$ cat config.mk
export PLATFORM = sky130hd
export DESIGN_NAME = spi_master_top
export DESIGN_NICKNAME = d
export VERILOG_FILES = /design/src/rtl/spi_pkg.sv /design/src/rtl/spi_master_top.sv /design/src/rtl/spi_rx_return.sv /design/src/rtl/spi_byte_engine.sv /design/src/rtl/spi_tx_queue.sv /design/src/rtl/spi_cfg_regs.sv
export SDC_FILE = /design/constraint.sdc
export NUM_CORES = 1
export LEC_CHECK = 0
export BUFFER_PORTS_ARGS = -buffer_cell sky130_fd_sc_hd__buf_2
export CORE_MARGIN = 5
export CORE_UTILIZATION = 53
export CTS_BUF_LIST = sky130_fd_sc_hd__clkbuf_16
export DETAILED_ROUTE_END_ITERATION = 10
export PLACE_DENSITY_LB_ADDON = 0.05
export SLEW_MARGIN = 10
export SYNTH_ARGS = -nofsm -noshare
export SYNTH_HDL_FRONTEND = slang
export SYNTH_SLANG_ARGS = --single-unit
$ cat constraint.sdc
create_clock -name clk -period 5.7 [get_ports clk]
set_input_delay 1.14 -clock clk [delete_from_list [all_inputs] [get_ports clk]]
set_output_delay 1.14 -clock clk [all_outputs]
set_load 0.02 [all_outputs]
$ cat src/rtl/spi_pkg.sv
package spi_pkg;

    // One data byte on MOSI or MISO
    typedef logic [7:0] byte_t;

    // SCLK half period setting
    // A value d holds each SCLK level for d+1 clk cycles
    typedef logic [7:0] div_t;

    // Credit and fill counters, room for depths up to 15
    typedef logic [3:0] credit_t;

    // Byte engine FSM
    typedef enum logic [2:0] {
        IDLE,       // SS high, waiting for data and receive room
        SELECT,     // SS low, SCLK held high before the first fall
        SHIFT_LOW,  // SCLK low, MOSI carries the current bit
        SHIFT_HIGH, // SCLK high, MISO was sampled on the rise
        DESELECT    // End of byte, burst continue or SS release
    } eng_state_e;

endpackage
$ cat src/rtl/spi_master_top.sv
`timescale 1ns/1ns

module spi_master_top #(
    parameter int TX_DEPTH   = 4,      // Transmit entries, also the host's starting credit
    parameter int RX_CREDITS = 2       // Receive slots granted at reset
) (
    input  logic           clk,
    input  logic           rst,
    input  logic           tx_valid,
    input  spi_pkg::byte_t tx_data,
    output logic           tx_credit,
    output logic           rx_valid,
    output spi_pkg::byte_t rx_data,
    input  logic           rx_credit,
    input  logic           cfg_we,
    input  logic           cfg_addr,
    input  spi_pkg::byte_t cfg_wdata,
    output spi_pkg::byte_t cfg_rdata,
    output logic           sclk,
    output logic           mosi,
    input  logic           miso,
    output logic           ss
);

    spi_pkg::div_t  sclk_div;          // Config to engine
    logic           burst;
    spi_pkg::byte_t q_data;            // Queue to engine
    logic           q_empty;
    logic           q_pop;
    logic           byte_done;         // Engine to receive path
    spi_pkg::byte_t byte_rx;
    logic           rx_room;

    spi_cfg_regs u_cfg (
        .clk       (clk),
        .rst       (rst),
        .cfg_we    (cfg_we),
        .cfg_addr  (cfg_addr),
        .cfg_wdata (cfg_wdata),
        .cfg_rdata (cfg_rdata),
        .sclk_div  (sclk_div),
        .burst     (burst)
    );

    spi_tx_queue #(.TX_DEPTH(TX_DEPTH)) u_txq (
        .clk       (clk),
        .rst       (rst),
        .tx_valid  (tx_valid),
        .tx_data   (tx_data),
        .q_pop     (q_pop),
        .q_data    (q_data),
        .q_empty   (q_empty),
        .tx_credit (tx_credit)
    );

    spi_byte_engine u_eng (
        .clk       (clk),
        .rst       (rst),
        .q_data    (q_data),
        .q_empty   (q_empty),
        .rx_room   (rx_room),
        .sclk_div  (sclk_div),
        .burst     (burst),
        .miso      (miso),
        .q_pop     (q_pop),
        .byte_done (byte_done),
        .byte_rx   (byte_rx),
        .sclk      (sclk),
        .mosi      (mosi),
        .ss        (ss)
    );

    spi_rx_return #(.RX_CREDITS(RX_CREDITS)) u_rx (
        .clk       (clk),
        .rst       (rst),
        .byte_done (byte_done),
        .byte_rx   (byte_rx),
        .rx_credit (rx_credit),
        .rx_valid  (rx_valid),
        .rx_data   (rx_data),
        .rx_room   (rx_room)
    );

endmodule

$ cat src/rtl/spi_rx_return.sv
`timescale 1ns/1ns

module spi_rx_return #(
    parameter int RX_CREDITS = 2
) (
    input  logic           clk,
    input  logic           rst,
    input  logic           byte_done,  // Engine finished a byte
    input  spi_pkg::byte_t byte_rx,
    input  logic           rx_credit,  // Host freed one slot
    output logic           rx_valid,
    output spi_pkg::byte_t rx_data,
    output logic           rx_room     // At least one slot free at the host
);

    spi_pkg::credit_t credits;         // Free host slots

    assign rx_room = (credits != '0);

    // Received byte toward the host, no reset on payload
    always_ff @(posedge clk) begin
        if (byte_done) begin
            rx_data <= byte_rx;
        end
    end

    // Delivery strobe, one cycle after byte_done
    always_ff @(posedge clk or posedge rst) begin
        if (rst) begin
            rx_valid <= 1'b0;
        end else begin
            rx_valid <= byte_done;
        end
    end

    // Credit count
    // Taken on the same edge that raises rx_valid, so the engine
    // sees the lower count before its next start check
    always_ff @(posedge clk or posedge rst) begin
        if (rst) begin
            credits <= spi_pkg::credit_t'(RX_CREDITS);   // Grant at reset
        end else begin
            case ({rx_credit, byte_done})
                2'b10:   credits <= credits + 1'b1;      // Return only
                2'b01:   credits <= credits - 1'b1;      // Delivery only
                default: credits <= credits;             // Both or neither
            endcase
        end
    end

endmodule

$ cat src/rtl/spi_byte_engine.sv
`timescale 1ns/1ns

module spi_byte_engine (
    input  logic           clk,
    input  logic           rst,
    input  spi_pkg::byte_t q_data,     // Head of the transmit queue
    input  logic           q_empty,
    input  logic           rx_room,    // Receive credit available
    input  spi_pkg::div_t  sclk_div,
    input  logic           burst,
    input  logic           miso,
    output logic           q_pop,      // Also the start of a byte
    output logic           byte_done,  // One cycle after the eighth SCLK rise
    output spi_pkg::byte_t byte_rx,
    output logic           sclk,
    output logic           mosi,
    output logic           ss          // Active low select
);

    spi_pkg::eng_state_e state;
    spi_pkg::div_t       half_cnt;     // Cycles spent in the current SCLK level
    spi_pkg::div_t       div_l;        // Divider copy for the byte in flight
    logic                burst_l;      // Burst copy for the byte in flight
    logic [2:0]          bit_cnt;      // Bit position, 0 is the MSB
    spi_pkg::byte_t      shreg;        // TX bits leave at the top, RX bits enter at the bottom
    logic                start_ok;
    logic                half_end;

    // Start rule, data waiting and somewhere to put the reply
    assign start_ok = !q_empty && rx_room;
    assign half_end = (half_cnt == div_l);

    // New byte from IDLE, or back to back while still selected in a burst
    assign q_pop = start_ok &&
                   ((state == spi_pkg::IDLE) ||
                    ((state == spi_pkg::DESELECT) && !ss && burst_l));

    assign byte_rx = shreg;            // Complete from the cycle byte_done is high

    // Shift register, one for both directions
    always_ff @(posedge clk) begin
        if (q_pop) begin
            shreg <= q_data;
        end else if ((state == spi_pkg::SHIFT_LOW) && half_end) begin
            shreg <= {shreg[6:0], miso};   // Sample as SCLK rises
        end
    end

    // Engine FSM
    always_ff @(posedge clk or posedge rst) begin
        if (rst) begin
            state     <= spi_pkg::IDLE;
            half_cnt  <= '0;
            div_l     <= '0;
            burst_l   <= 1'b0;
            bit_cnt   <= '0;
            sclk      <= 1'b1;             // Mode 3 idles high
            mosi      <= 1'b0;
            ss        <= 1'b1;
            byte_done <= 1'b0;
        end else begin
            byte_done <= 1'b0;
            if (q_pop) begin
                // Settings are frozen here for the whole byte
                state    <= spi_pkg::SELECT;
                ss       <= 1'b0;
                div_l    <= sclk_div;
                burst_l  <= burst;
                half_cnt <= '0;
                bit_cnt  <= '0;
            end else begin
                case (state)
                    spi_pkg::IDLE: begin
                        half_cnt <= '0;    // Wait for the start rule
                    end
                    spi_pkg::SELECT: begin
                        if (half_end) begin
                            state    <= spi_pkg::SHIFT_LOW;
                            sclk     <= 1'b0;
                            mosi     <= shreg[7];  // First bit on the first fall
                            half_cnt <= '0;
                        end else begin
                            half_cnt <= half_cnt + 1'b1;
                        end
                    end
                    spi_pkg::SHIFT_LOW: begin
                        if (half_end) begin
                            state    <= spi_pkg::SHIFT_HIGH;
                            sclk     <= 1'b1;
                            half_cnt <= '0;
                            if (bit_cnt == 3'd7) begin
                                byte_done <= 1'b1; // Last bit just sampled
                            end
                        end else begin
                            half_cnt <= half_cnt + 1'b1;
                        end
                    end
                    spi_pkg::SHIFT_HIGH: begin
                        if (half_end) begin
                            half_cnt <= '0;
                            if (bit_cnt == 3'd7) begin
                                // Receive credit has settled by the next cycle
                                state <= spi_pkg::DESELECT;
                            end else begin
                                state   <= spi_pkg::SHIFT_LOW;
                                bit_cnt <= bit_cnt + 1'b1;
                                sclk    <= 1'b0;
                                mosi    <= shreg[7];
                            end
                        end else begin
                            half_cnt <= half_cnt + 1'b1;
                        end
                    end
                    spi_pkg::DESELECT: begin
                        if (!ss) begin
                            ss       <= 1'b1;      // No burst continue this cycle
                            half_cnt <= '0;
                        end else if (half_end) begin
                            state <= spi_pkg::IDLE; // SS was high for d+1 cycles
                        end else begin
                            half_cnt <= half_cnt + 1'b1;
                        end
                    end
                    default: begin
                        state <= spi_pkg::IDLE;
                        ss    <= 1'b1;
                        sclk  <= 1'b1;
                    end
                endcase
            end
        end
    end

endmodule

$ cat src/rtl/spi_tx_queue.sv
`timescale 1ns/1ns

module spi_tx_queue #(
    parameter int TX_DEPTH = 4
) (
    input  logic             clk,
    input  logic             rst,
    input  logic             tx_valid,   // Host push, only while it holds a credit
    input  spi_pkg::byte_t   tx_data,
    input  logic             q_pop,      // Engine takes the head entry
    output spi_pkg::byte_t   q_data,
    output logic             q_empty,
    output logic             tx_credit   // One pulse per popped entry
);

    // Pointer width, at least one bit for a single entry queue
    localparam int PW = (TX_DEPTH > 1) ? $clog2(TX_DEPTH) : 1;

    spi_pkg::byte_t   mem [TX_DEPTH];   // Byte storage
    logic [PW-1:0]    wr_ptr;
    logic [PW-1:0]    rd_ptr;
    spi_pkg::credit_t count;            // Entries held
    logic             full;
    logic             push;
    logic             pop;

    // Wrap a pointer at the last entry, depth need not be a power of two
    function automatic logic [PW-1:0] next_ptr(input logic [PW-1:0] ptr);
        logic [PW-1:0] nxt;
        if (ptr == PW'(TX_DEPTH - 1)) begin
            nxt = '0;
        end else begin
            nxt = ptr + 1'b1;
        end
        return nxt;
    endfunction

    assign full    = (count == spi_pkg::credit_t'(TX_DEPTH));
    assign q_empty = (count == '0);
    assign push    = tx_valid && !full;     // Credits keep the host from hitting full
    assign pop     = q_pop && !q_empty;
    assign q_data  = mem[rd_ptr];           // Head entry seen by the engine

    // Storage write
    always_ff @(posedge clk) begin
        if (push) begin
            mem[wr_ptr] <= tx_data;
        end
    end

    // Pointers, fill count and the credit pulse
    always_ff @(posedge clk or posedge rst) begin
        if (rst) begin
            wr_ptr    <= '0;
            rd_ptr    <= '0;
            count     <= '0;
            tx_credit <= 1'b0;
        end else begin
            tx_credit <= pop;               // Freed slot goes back to the host
            if (push) begin
                wr_ptr <= next_ptr(wr_ptr);
            end
            if (pop) begin
                rd_ptr <= next_ptr(rd_ptr);
            end
            case ({push, pop})
                2'b10:   count <= count + 1'b1;
                2'b01:   count <= count - 1'b1;
                default: count <= count;    // Idle or push with pop
            endcase
        end
    end

endmodule

$ cat src/rtl/spi_cfg_regs.sv
`timescale 1ns/1ns

module spi_cfg_regs (
    input  logic           clk,
    input  logic           rst,
    input  logic           cfg_we,
    input  logic           cfg_addr,    // 0 divider, 1 burst
    input  spi_pkg::byte_t cfg_wdata,
    output spi_pkg::byte_t cfg_rdata,
    output spi_pkg::div_t  sclk_div,
    output logic           burst
);

    logic wr_div;   // Write strobe for the divider
    logic wr_burst; // Write strobe for the burst flag

    // Address decode
    assign wr_div   = cfg_we && (cfg_addr == 1'b0);
    assign wr_burst = cfg_we && (cfg_addr == 1'b1);

    // Divider register
    // The engine copies it when a byte starts, so a write here
    // never disturbs the byte already on the wire
    always_ff @(posedge clk or posedge rst) begin
        if (rst) begin
            sclk_div <= '0;             // Fastest SCLK after reset
        end else if (wr_div) begin
            sclk_div <= cfg_wdata;
        end
    end

    // Burst flag, bit 0 of address 1
    always_ff @(posedge clk or posedge rst) begin
        if (rst) begin
            burst <= 1'b0;              // One byte per select by default
        end else if (wr_burst) begin
            burst <= cfg_wdata[0];
        end
    end

    // Readback follows the address with no register stage
    always_comb begin
        if (cfg_addr) begin
            cfg_rdata = {7'b0, burst};  // Upper bits read as zero
        end else begin
            cfg_rdata = sclk_div;
        end
    end

endmodule

==> results.toml, run 1 <==
[timing]
rsz0062_at_grt = "no"
drv_slew = 0
finalSetupTns_ns = 0
final_hold_viol_count = 0
fmax_mhz = 335.2
setup_violations = 0
fin_crit_sh = 0.5234
maxSlewHeadroom = 0.5247
finalCriticalPeriod_ns = 2.983
tightest_slew_ns = 0.7130
finClkSkew_ns = 0.01131

[die]
coreArea_mm2 = 0.008593
initial_core_util = 0.5348
num_rows = 34
die_area_mm2 = 0.01063
ios = 44
die_y_um = 103.1
dieWidth_um = 103.1

[grt]
met3_usage = 0.02842
grt_use_met1 = 0.2547
use_met2 = 0.2467
grt_start_max_net_pins = 51
top_usage_layer = "met1"
antenna_found_initial = 0
overflow = 0
grt_pass1_vias = 2674
grt_pass1_wl_um = 13820
grt_usage = 0.1678

[cts]
cts_made_buffers = 9
cts_root_buffer = "clkbuf_16"
cts-htree-levels = 3
cts_buffer_depth = 2
cts_sinks = 98
cts_tree = "yes"
clk_latency_ns = 0.34
ctsHoldBuffers = 0
cts_resized = 0
cts_setup_buffers = 0
clkTransAtPathRegs_ns = 0.06

[critical_path]
rrSetupSlack_ns = 2.94
setup.worst_path.end_class = "output port"
max_stage_delay_ns = 0.35
cp_max_fo = 10
critPathArrivalTime_ns = 1.84
slowest_stage = "mux2_2"
path_cells = "buf_2, mux2_2, buf_2"
cpMostUsedCell = "buf_2"
crit_family = "buffers and inverters"
crit_buf_inv = 2
critical_path_class = "primary input to output port"
required_ns = 4.56
cp-start-kind = "primary input"

[logic_synthesis]
async_reset_ff_frac = 0.5102
ys_types = 55
ys_ff_latch = 98
synthTopCellsByCount = "48 x edfxtp_1, 47 x dfrtp_1, 20 x nand2_1, 16 x mux2_4, 14 x ha_1"
synthFlopType = "edfxtp_1"
synthCells = 331
ys_top_cells_by_area = "edfxtp_1 31%, dfrtp_1 26%, mux2_4 5.2%, mux4_2 3.9%, ha_1 3.8%"
synth_top_area_cell = "edfxtp_1"
syn_nets = 369
ys_seq_area_frac = 0.5867
yosysMostFrequentCell = "edfxtp_1"
synth-edff-count = 48
yosys.area.top_type_share = 0.3136
ys.warnings.count = 0
synth.avg_cell_area_um2 = 13.88
syn-cell-area_mm2 = 0.004596

[finish]
fillerInstances = 705
multi_input_area_mm2 = 0.001753
layout.nets = 409
seq_area_mm2 = 0.002696
areaGrowthSynthToFinish_pct = 13.07
drive_gt1_frac = 0.2846
diodes = 0
instances_no_fill = 484

[power_and_ir_drop]
powerDensity_mw_per_mm2 = 460.8
irDropWorstVdd_mv = 0.2670
leakagePower_nw = 2.196

[placed_design]
numPortBuffers = 43
dp.cells = 468
place_congestion = 0.8217
dp.final_hpwl_um = 5449

[drt]
wl_per_cell_um = 16.62
routed_wirelength_um = 8043
dr.pass1.iters = 5
drt_iter0_drc = 94
vias = 2714
antenna_left = 0
routed_via_density = 5.607
drc_errors = 0

[flow_run]
drv_cap = 0

[run_status]
status = "finished, final reports clean"

[hold_path]
hold_class = "flop to flop"
## layer usage
metal  up-vias  wire length [um]  part of all wire
li1       1313                 -                 -
met1      1349              3988              0.50
met2        44              3700              0.46
met3         8               275             0.034
met4         0                80            0.0099
met5         -                 0                 0
## placed cells by master (no fill, tap or decap), types with 5 or more instances in the layout
master      n
nor2_1     11
edfxtp_1   48
and2_1      5
xor2_1     13
nand2_1    20
a21oi_1     6
o21ai_0    10
mux2_2     12
dfrtp_1    47
nand3_1     6
mux4_2      8
nor2b_1    10
ha_1       14
clkbuf_16   9
inv_1      12
mux2_4     16
buf_2      43
## path summary, 6_finish.rpt
path                                  start              end  cells past startpoint
max                                cfg_addr     cfg_rdata[0]                      3
min                        u_eng.byte_rx[6]  u_rx.rx_data[6]                      0
max reg2reg                  u_eng.state[0]   u_txq.count[2]                     11
min reg2reg                u_eng.byte_rx[6]  u_rx.rx_data[6]                      0
max in group asynchronous               rst       u_eng.mosi                      3
min in group asynchronous               rst  u_txq.wr_ptr[1]                      3
## where the power goes
| part | internal [mW] | switching [mW] |
|---|---|---|
| clock network | 0.353 | 0.279 |
| registers | 0.943 | 0.178 |
| logic | 0.338 | 0.304 |
| total | 1.63 | 0.761 |
## registers in the layout, indices dropped and copies added, names as in the netlist, 2 cells and up
signal / count
u_txq.mem: 32
u_eng.byte_rx: 8
u_txq.count: 4
u_rx.rx_data: 8
u_cfg.sclk_div: 8
u_eng.div_l: 8
u_eng.bit_cnt: 3
u_txq.wr_ptr: 2
u_txq.rd_ptr: 2
u_rx.credits: 4
u_eng.state: 3
u_eng.half_cnt: 8
## stage by stage
stage	area [um2]	power, mW	util	setup slack, ns	hold WS (ns)
after floorplan	4596	1.626	-	2.741	0.4222
after CTS	5196	2.424	0.6047	2.710	0.4643
after global placement	4878	1.766	0.5677	2.726	0.4455
after detailed placement	4878	1.788	0.5677	2.690	0.4482
after global routing	5196	2.562	0.6047	2.686	0.4782
final	5196	2.394	0.6047	2.717	0.4627
## kinds of logic (layout without fill, tap and decap cells)
group / Yosys count / after routing / share of synthesized area
and+or+nand+nor: 74 / 74 / 0.08631
buffers and inverters: 31 / 76 / 0.03185
AOI/OAI and AO/OA: 53 / 53 / 0.08277
xor gates and xnor gates: 16 / 16 / 0.03049
DFF: 98 / 98 / 0.5867
adders and majority gates: 15 / 15 / 0.04247
muxes: 44 / 44 / 0.1394
## area by class of cell
type,count,area share
multi-input combinational,202,0.3373
tap,108,0.02601
timing repair buffer,47,0.04719
sequential,98,0.5189
clock buffer,9,0.04334
inverter,13,0.009391
clock inverter,7,0.01782
(Power assumes the default switching activity.)
==> inputs of run 2 (changes only) <==
clock period = 3.1 ns   (was 5.7 ns; I/O delays follow)
==> run 2 against run 1 <==
Against the previous run:
- clock-buffer cell count did not move
- first-iteration DRC count rose by 7.4%
- clock skew fell by 0.0038 ns
- sequential share of layout area fell by 0.32 points
- largest cell class unchanged
- cell area rose by 0.63%
- die area did not move
- power rose by 85%
==> results.toml, run 2 (synthesized netlist as in run 1, its figures left out) <==
[run_status]
status = "finished, final reports clean"

[grt]
grt_pass1_vias = 2602
grt_usage = 0.1652
grt_start_max_net_pins = 32
met3_usage = 0.03045
overflow = 0
grt_pass1_wl_um = 13460
grt_use_met1 = 0.2537
top_usage_layer = "met1"
antenna_found_initial = 0
use_met2 = 0.2314

[critical_path]
cpMostUsedCell = "xor2_1"
critPathArrivalTime_ns = 2.81
critical_path_class = "flop to flop"
cp-start-kind = "flop"
max_stage_delay_ns = 0.60
setup.worst_path.end_class = "flop"
rrSetupSlack_ns = 0.51
rr_endpoint = "u_txq.count[2]"
r2r-start = "u_txq.count[1]"
path_cells = "nor4_1, or2_1, inv_1, ha_1, xor2_1, ha_1, a21oi_1, xor2_1, nor2_1, xor2_1"
crit_family = "simple AND/OR/NAND/NOR gates"
cp_max_fo = 8
slowest_stage = "nor4_1"
reg2regPathDepth = 10
crit_buf_inv = 1
cp.depth = 10
required_ns = 3.32

[drt]
wl_per_cell_um = 16.37
routed_wirelength_um = 7989
drc_errors = 0
routed_via_density = 5.572
drt_iter0_drc = 101
antenna_left = 0
vias = 2719
dr.pass1.iters = 4

[die]
num_rows = 34
die_y_um = 103.1
coreArea_mm2 = 0.008593
ios = 44
dieWidth_um = 103.1
initial_core_util = 0.5348
die_area_mm2 = 0.01063

[timing]
finClkSkew_ns = 0.007521
maxSlewHeadroom = 0.5513
tightest_slew_ns = 0.6721
final_hold_viol_count = 0
fin_crit_sh = 0.8371
rsz0062_at_grt = "no"
finalCriticalPeriod_ns = 2.595
setup_violations = 0
drv_slew = 0
finalSetupTns_ns = 0
fmax_mhz = 385.4

[finish]
areaGrowthSynthToFinish_pct = 13.78
layout.nets = 413
fillerInstances = 675
final_common_cell = "edfxtp_1"
largest_reg_flops = 32
drive_gt1_frac = 0.2921
diodes = 0
multi_input_area_mm2 = 0.001753
regMostFlops = "u_txq.mem"
seq_area_mm2 = 0.002696
instances_no_fill = 488
final_cell_mix = "48 x edfxtp_1, 47 x dfrtp_1, 43 x buf_2, 20 x nand2_1, 16 x mux2_4"

[power_and_ir_drop]
powerDensity_mw_per_mm2 = 845.9
leakagePower_nw = 2.217
irDropWorstVdd_mv = 0.4512

[placed_design]
dp.final_hpwl_um = 5646
place_congestion = 0.7343
dp.cells = 472
numPortBuffers = 43

[cts]
cts_tree = "yes"
cts_buffer_depth = 2
cts_setup_buffers = 0
ctsHoldBuffers = 0
clk_latency_ns = 0.34
cts_resized = 0
cts_sinks = 98
cts_made_buffers = 9
cts-htree-levels = 3
clkTransAtPathRegs_ns = 0.07
cts_root_buffer = "clkbuf_16"

[flow_run]
drv_cap = 0

[hold_path]
hold_class = "primary input to asynchronous set/reset pin"
-- run 2: cell count changes in the layout (fill, tap and decap cells not counted), sizes merged --
| cell | previous run | this run |
|---|---|---|
| inv | 17 | 16 |
| buf | 47 | 51 |
| clkinv | 2 | 3 |
-- run 2: worst max-delay path by stage --
stage	end	from
after floorplan	u_txq.count[2]	u_eng.ss
after global placement	u_txq.count[2]	u_txq.count[1]
after detailed placement	u_txq.count[2]	u_txq.count[1]
after CTS	u_txq.count[2]	u_txq.count[1]
after global routing	u_txq.count[2]	u_txq.count[1]
final	u_txq.count[2]	u_txq.count[1]
-- run 2: routing by layer --
| metal | wire length [um] | vias up |
|---|---|---|
| met1 | 3915 | 1337 |
| met3 | 310 | 6 |
| met5 | 0 | - |
| li1 | - | 1321 |
| met4 | 70 | 0 |
| met2 | 3691 | 55 |
-- run 2: area by class of cell --
cell class / count / area share
flip-flops and latches: 98 / 0.5157
well taps: 108 / 0.02584
inverters: 13 / 0.009332
repair buffers: 51 / 0.05264
clock inverters: 7 / 0.01819
clock buffers: 9 / 0.04307
multi-input cells: 202 / 0.3352
-- run 2: power by group --
part / internal [mW] / total, mW / switching (mW)
sequential: 1.73 / 2.06 / 0.326
clock: 0.649 / 1.16 / 0.512
combinational: 0.630 / 1.20 / 0.572
total: 3.01 / 4.42 / 1.41
-- run 2: stage by stage --
stage	setup slack [ns]	instance area (um2)	total power, mW	utilization	hold slack, ns
2_1_floorplan	0.4021	4596	2.990	-	0.4222
3_3_place_gp	0.6115	4908	3.259	0.5712	0.4400
3_5_place_dp	0.5231	4908	3.301	0.5712	0.4417
4_1_cts	0.4831	5229	4.462	0.6085	0.4042
5_1_grt	0.2220	5229	4.706	0.6085	0.4485
6_report	0.5051	5229	4.423	0.6085	0.3779
==> inputs of run 3 (changes only) <==
clock period = 2.5 ns   (was 3.1 ns; I/O delays follow)
==> run 3 against run 2 <==
Against the previous run:
- wire length is 1.6% higher
- largest power group unchanged
- first-iteration DRC count is 11% higher
- clock power is 24% higher
- sequential power is 23% higher
- hold slack worse by 0.19 ns
- utilization is 0.89 points higher
- setup slack worse by 0.33 ns
- power is 25% higher
- cell area is 1.5% higher
- non-clock buffer count is 5 higher
==> results.toml, run 3 (synthesized netlist as in run 1, its figures left out) <==
[run_status]
status = "finished, final reports clean"

[die]
num_rows = 34
die_y_um = 103.1
ios = 44
coreArea_mm2 = 0.008593
dieWidth_um = 103.1
die_area_mm2 = 0.01063
initial_core_util = 0.5348

[power_and_ir_drop]
leakagePower_nw = 2.246
irDropWorstVdd_mv = 0.5299
powerDensity_mw_per_mm2 = 1046

[critical_path]
cp_max_fo = 5
required_ns = 2.76
rrSetupSlack_ns = 0.17
critical_path_class = "flop to flop"
cp-start-kind = "flop"
critPathArrivalTime_ns = 2.59
setup.worst_path.end_class = "flop"

[drt]
routed_via_density = 5.554
dr.pass1.iters = 4
vias = 2738
route.met3.wl_um = 300
drc_errors = 0
drt_iter0_drc = 112
route.layer.met1.wl_um = 3981
dr_wl_met2_um = 3784
antenna_left = 0
routed_wirelength_um = 8115
wl_per_cell_um = 16.46
top_layer_used = "met4"

[timing]
maxSlewHeadroom = 0.5777
finClkSkew_ns = 0.006268
fmax_mhz = 429.4
setup_violations = 0
finalCriticalPeriod_ns = 2.329
rsz0062_at_grt = "no"
drv_slew = 0
tightest_slew_ns = 0.6322
whs_ns = 0.1915
fin_crit_sh = 0.9315
final_hold_viol_count = 0

[grt]
antenna_found_initial = 0
grt_start_max_net_pins = 51
grt_pass1_vias = 2724
grt_pass1_wl_um = 13660
grt_usage = 0.1665
overflow = 0

[finish]
final_cell_mix = "48 x edfxtp_1, 47 x dfrtp_1, 43 x buf_2, 20 x nand2_1, 16 x mux2_4"
largest_reg_flops = 32
layout.nets = 418
final_common_cell = "edfxtp_1"
drive_gt1_frac = 0.3091
areaGrowthSynthToFinish_pct = 15.44
fillerInstances = 678
instances_no_fill = 493
diodes = 0
regMostFlops = "u_txq.mem"

[placed_design]
dp.final_hpwl_um = 5654
numPortBuffers = 43
place_congestion = 0.8214
dp.cells = 477

[cts]
cts_root_buffer = "clkbuf_16"
cts_tree = "yes"
cts_made_buffers = 9
cts_buffer_depth = 2
cts_sinks = 98
cts-htree-levels = 3
clk_latency_ns = 0.34
clkTransAtPathRegs_ns = 0.07
cts_setup_buffers = 0
ctsHoldBuffers = 0
cts_resized = 0

[hold_path]
hold_class = "primary input to asynchronous set/reset pin"

[flow_run]
drv_cap = 0
run 3: cell types whose count changed in the layout (fill, tap and decap cells not counted):
cell / before / now
buf_4: 8 / 11
buf_12: 0 / 2
inv_6: 1 / 3
a21oi_1: 6 / 5
a21oi_2: 0 / 1
clkinv_4: 2 / 1
ha_1: 14 / 13
ha_4: 0 / 1
inv_1: 12 / 11
inv_2: 1 / 2
inv_8: 2 / 1
run 3: metrics by stage:
step	utilization	setup TNS, ns	total power [mW]	cell area, um2	setup slack [ns]
2_1_floorplan	-	-0.04257	3.721	4613	-0.04257
3_3_place_gp	0.5804	0	4.117	4987	0.2490
3_5_place_dp	0.5804	0	4.169	4987	0.2057
4_1_cts	0.6174	0	5.612	5305	0.1730
5_1_grt	0.6174	0	5.902	5305	0.03795
6_report	0.6174	0	5.551	5305	0.1712
run 3: final timing paths:
kind                                       start              end  cells past startpoint
worst max-delay path             u_rx.credits[1]   u_txq.count[2]                     11
worst min register to register  u_eng.byte_rx[2]  u_rx.rx_data[2]                      0
worst max register to register   u_rx.credits[1]   u_txq.count[2]                     11
worst min-delay path                         rst  u_txq.wr_ptr[1]                      3
min in group clk                      tx_data[0]  u_txq.mem[1][0]                      1
max in group asynchronous                    rst  u_rx.credits[1]                      3
run 3: routing by layer:
metal | vias to the layer above | GRT usage
met2 | 44 | 0.2447
met1 | 1349 | 0.2468
li1 | 1339 | -
met5 | - | 0
met4 | 0 | 0.04582
met3 | 6 | 0.04263
run 3: worst max-delay path, cell delays in order (launching register included):
cell,delay [ns]
dfstp_2,0.56
nor4_1,0.07
a211o_1,0.33
or2_1,0.25
inv_2,0.10
ha_4,0.16
xor2_1,0.16
ha_1,0.19
a21oi_2,0.04
xor2_1,0.14
nor2_1,0.11
xor2_1,0.15
run 3: power breakdown:
| group | switching [mW] | leakage [nW] | internal [mW] |
|---|---|---|---|
| logic | 0.744 | 1.04 | 0.843 |
| clock network | 0.631 | 0.156 | 0.804 |
| registers | 0.378 | 1.05 | 2.15 |
run 3: cell type report:
class | count | area [um2] | share of cell area
well taps | 108 | 135.1 | 0.02547
clock inverters | 7 | 92.59 | 0.01745
multi-input cells | 202 | 1769 | 0.3335
clock buffers | 9 | 225.2 | 0.04245
repair buffers | 56 | 337.8 | 0.06368
flip-flops and latches | 98 | 2696 | 0.5083
inverters | 13 | 48.80 | 0.009198
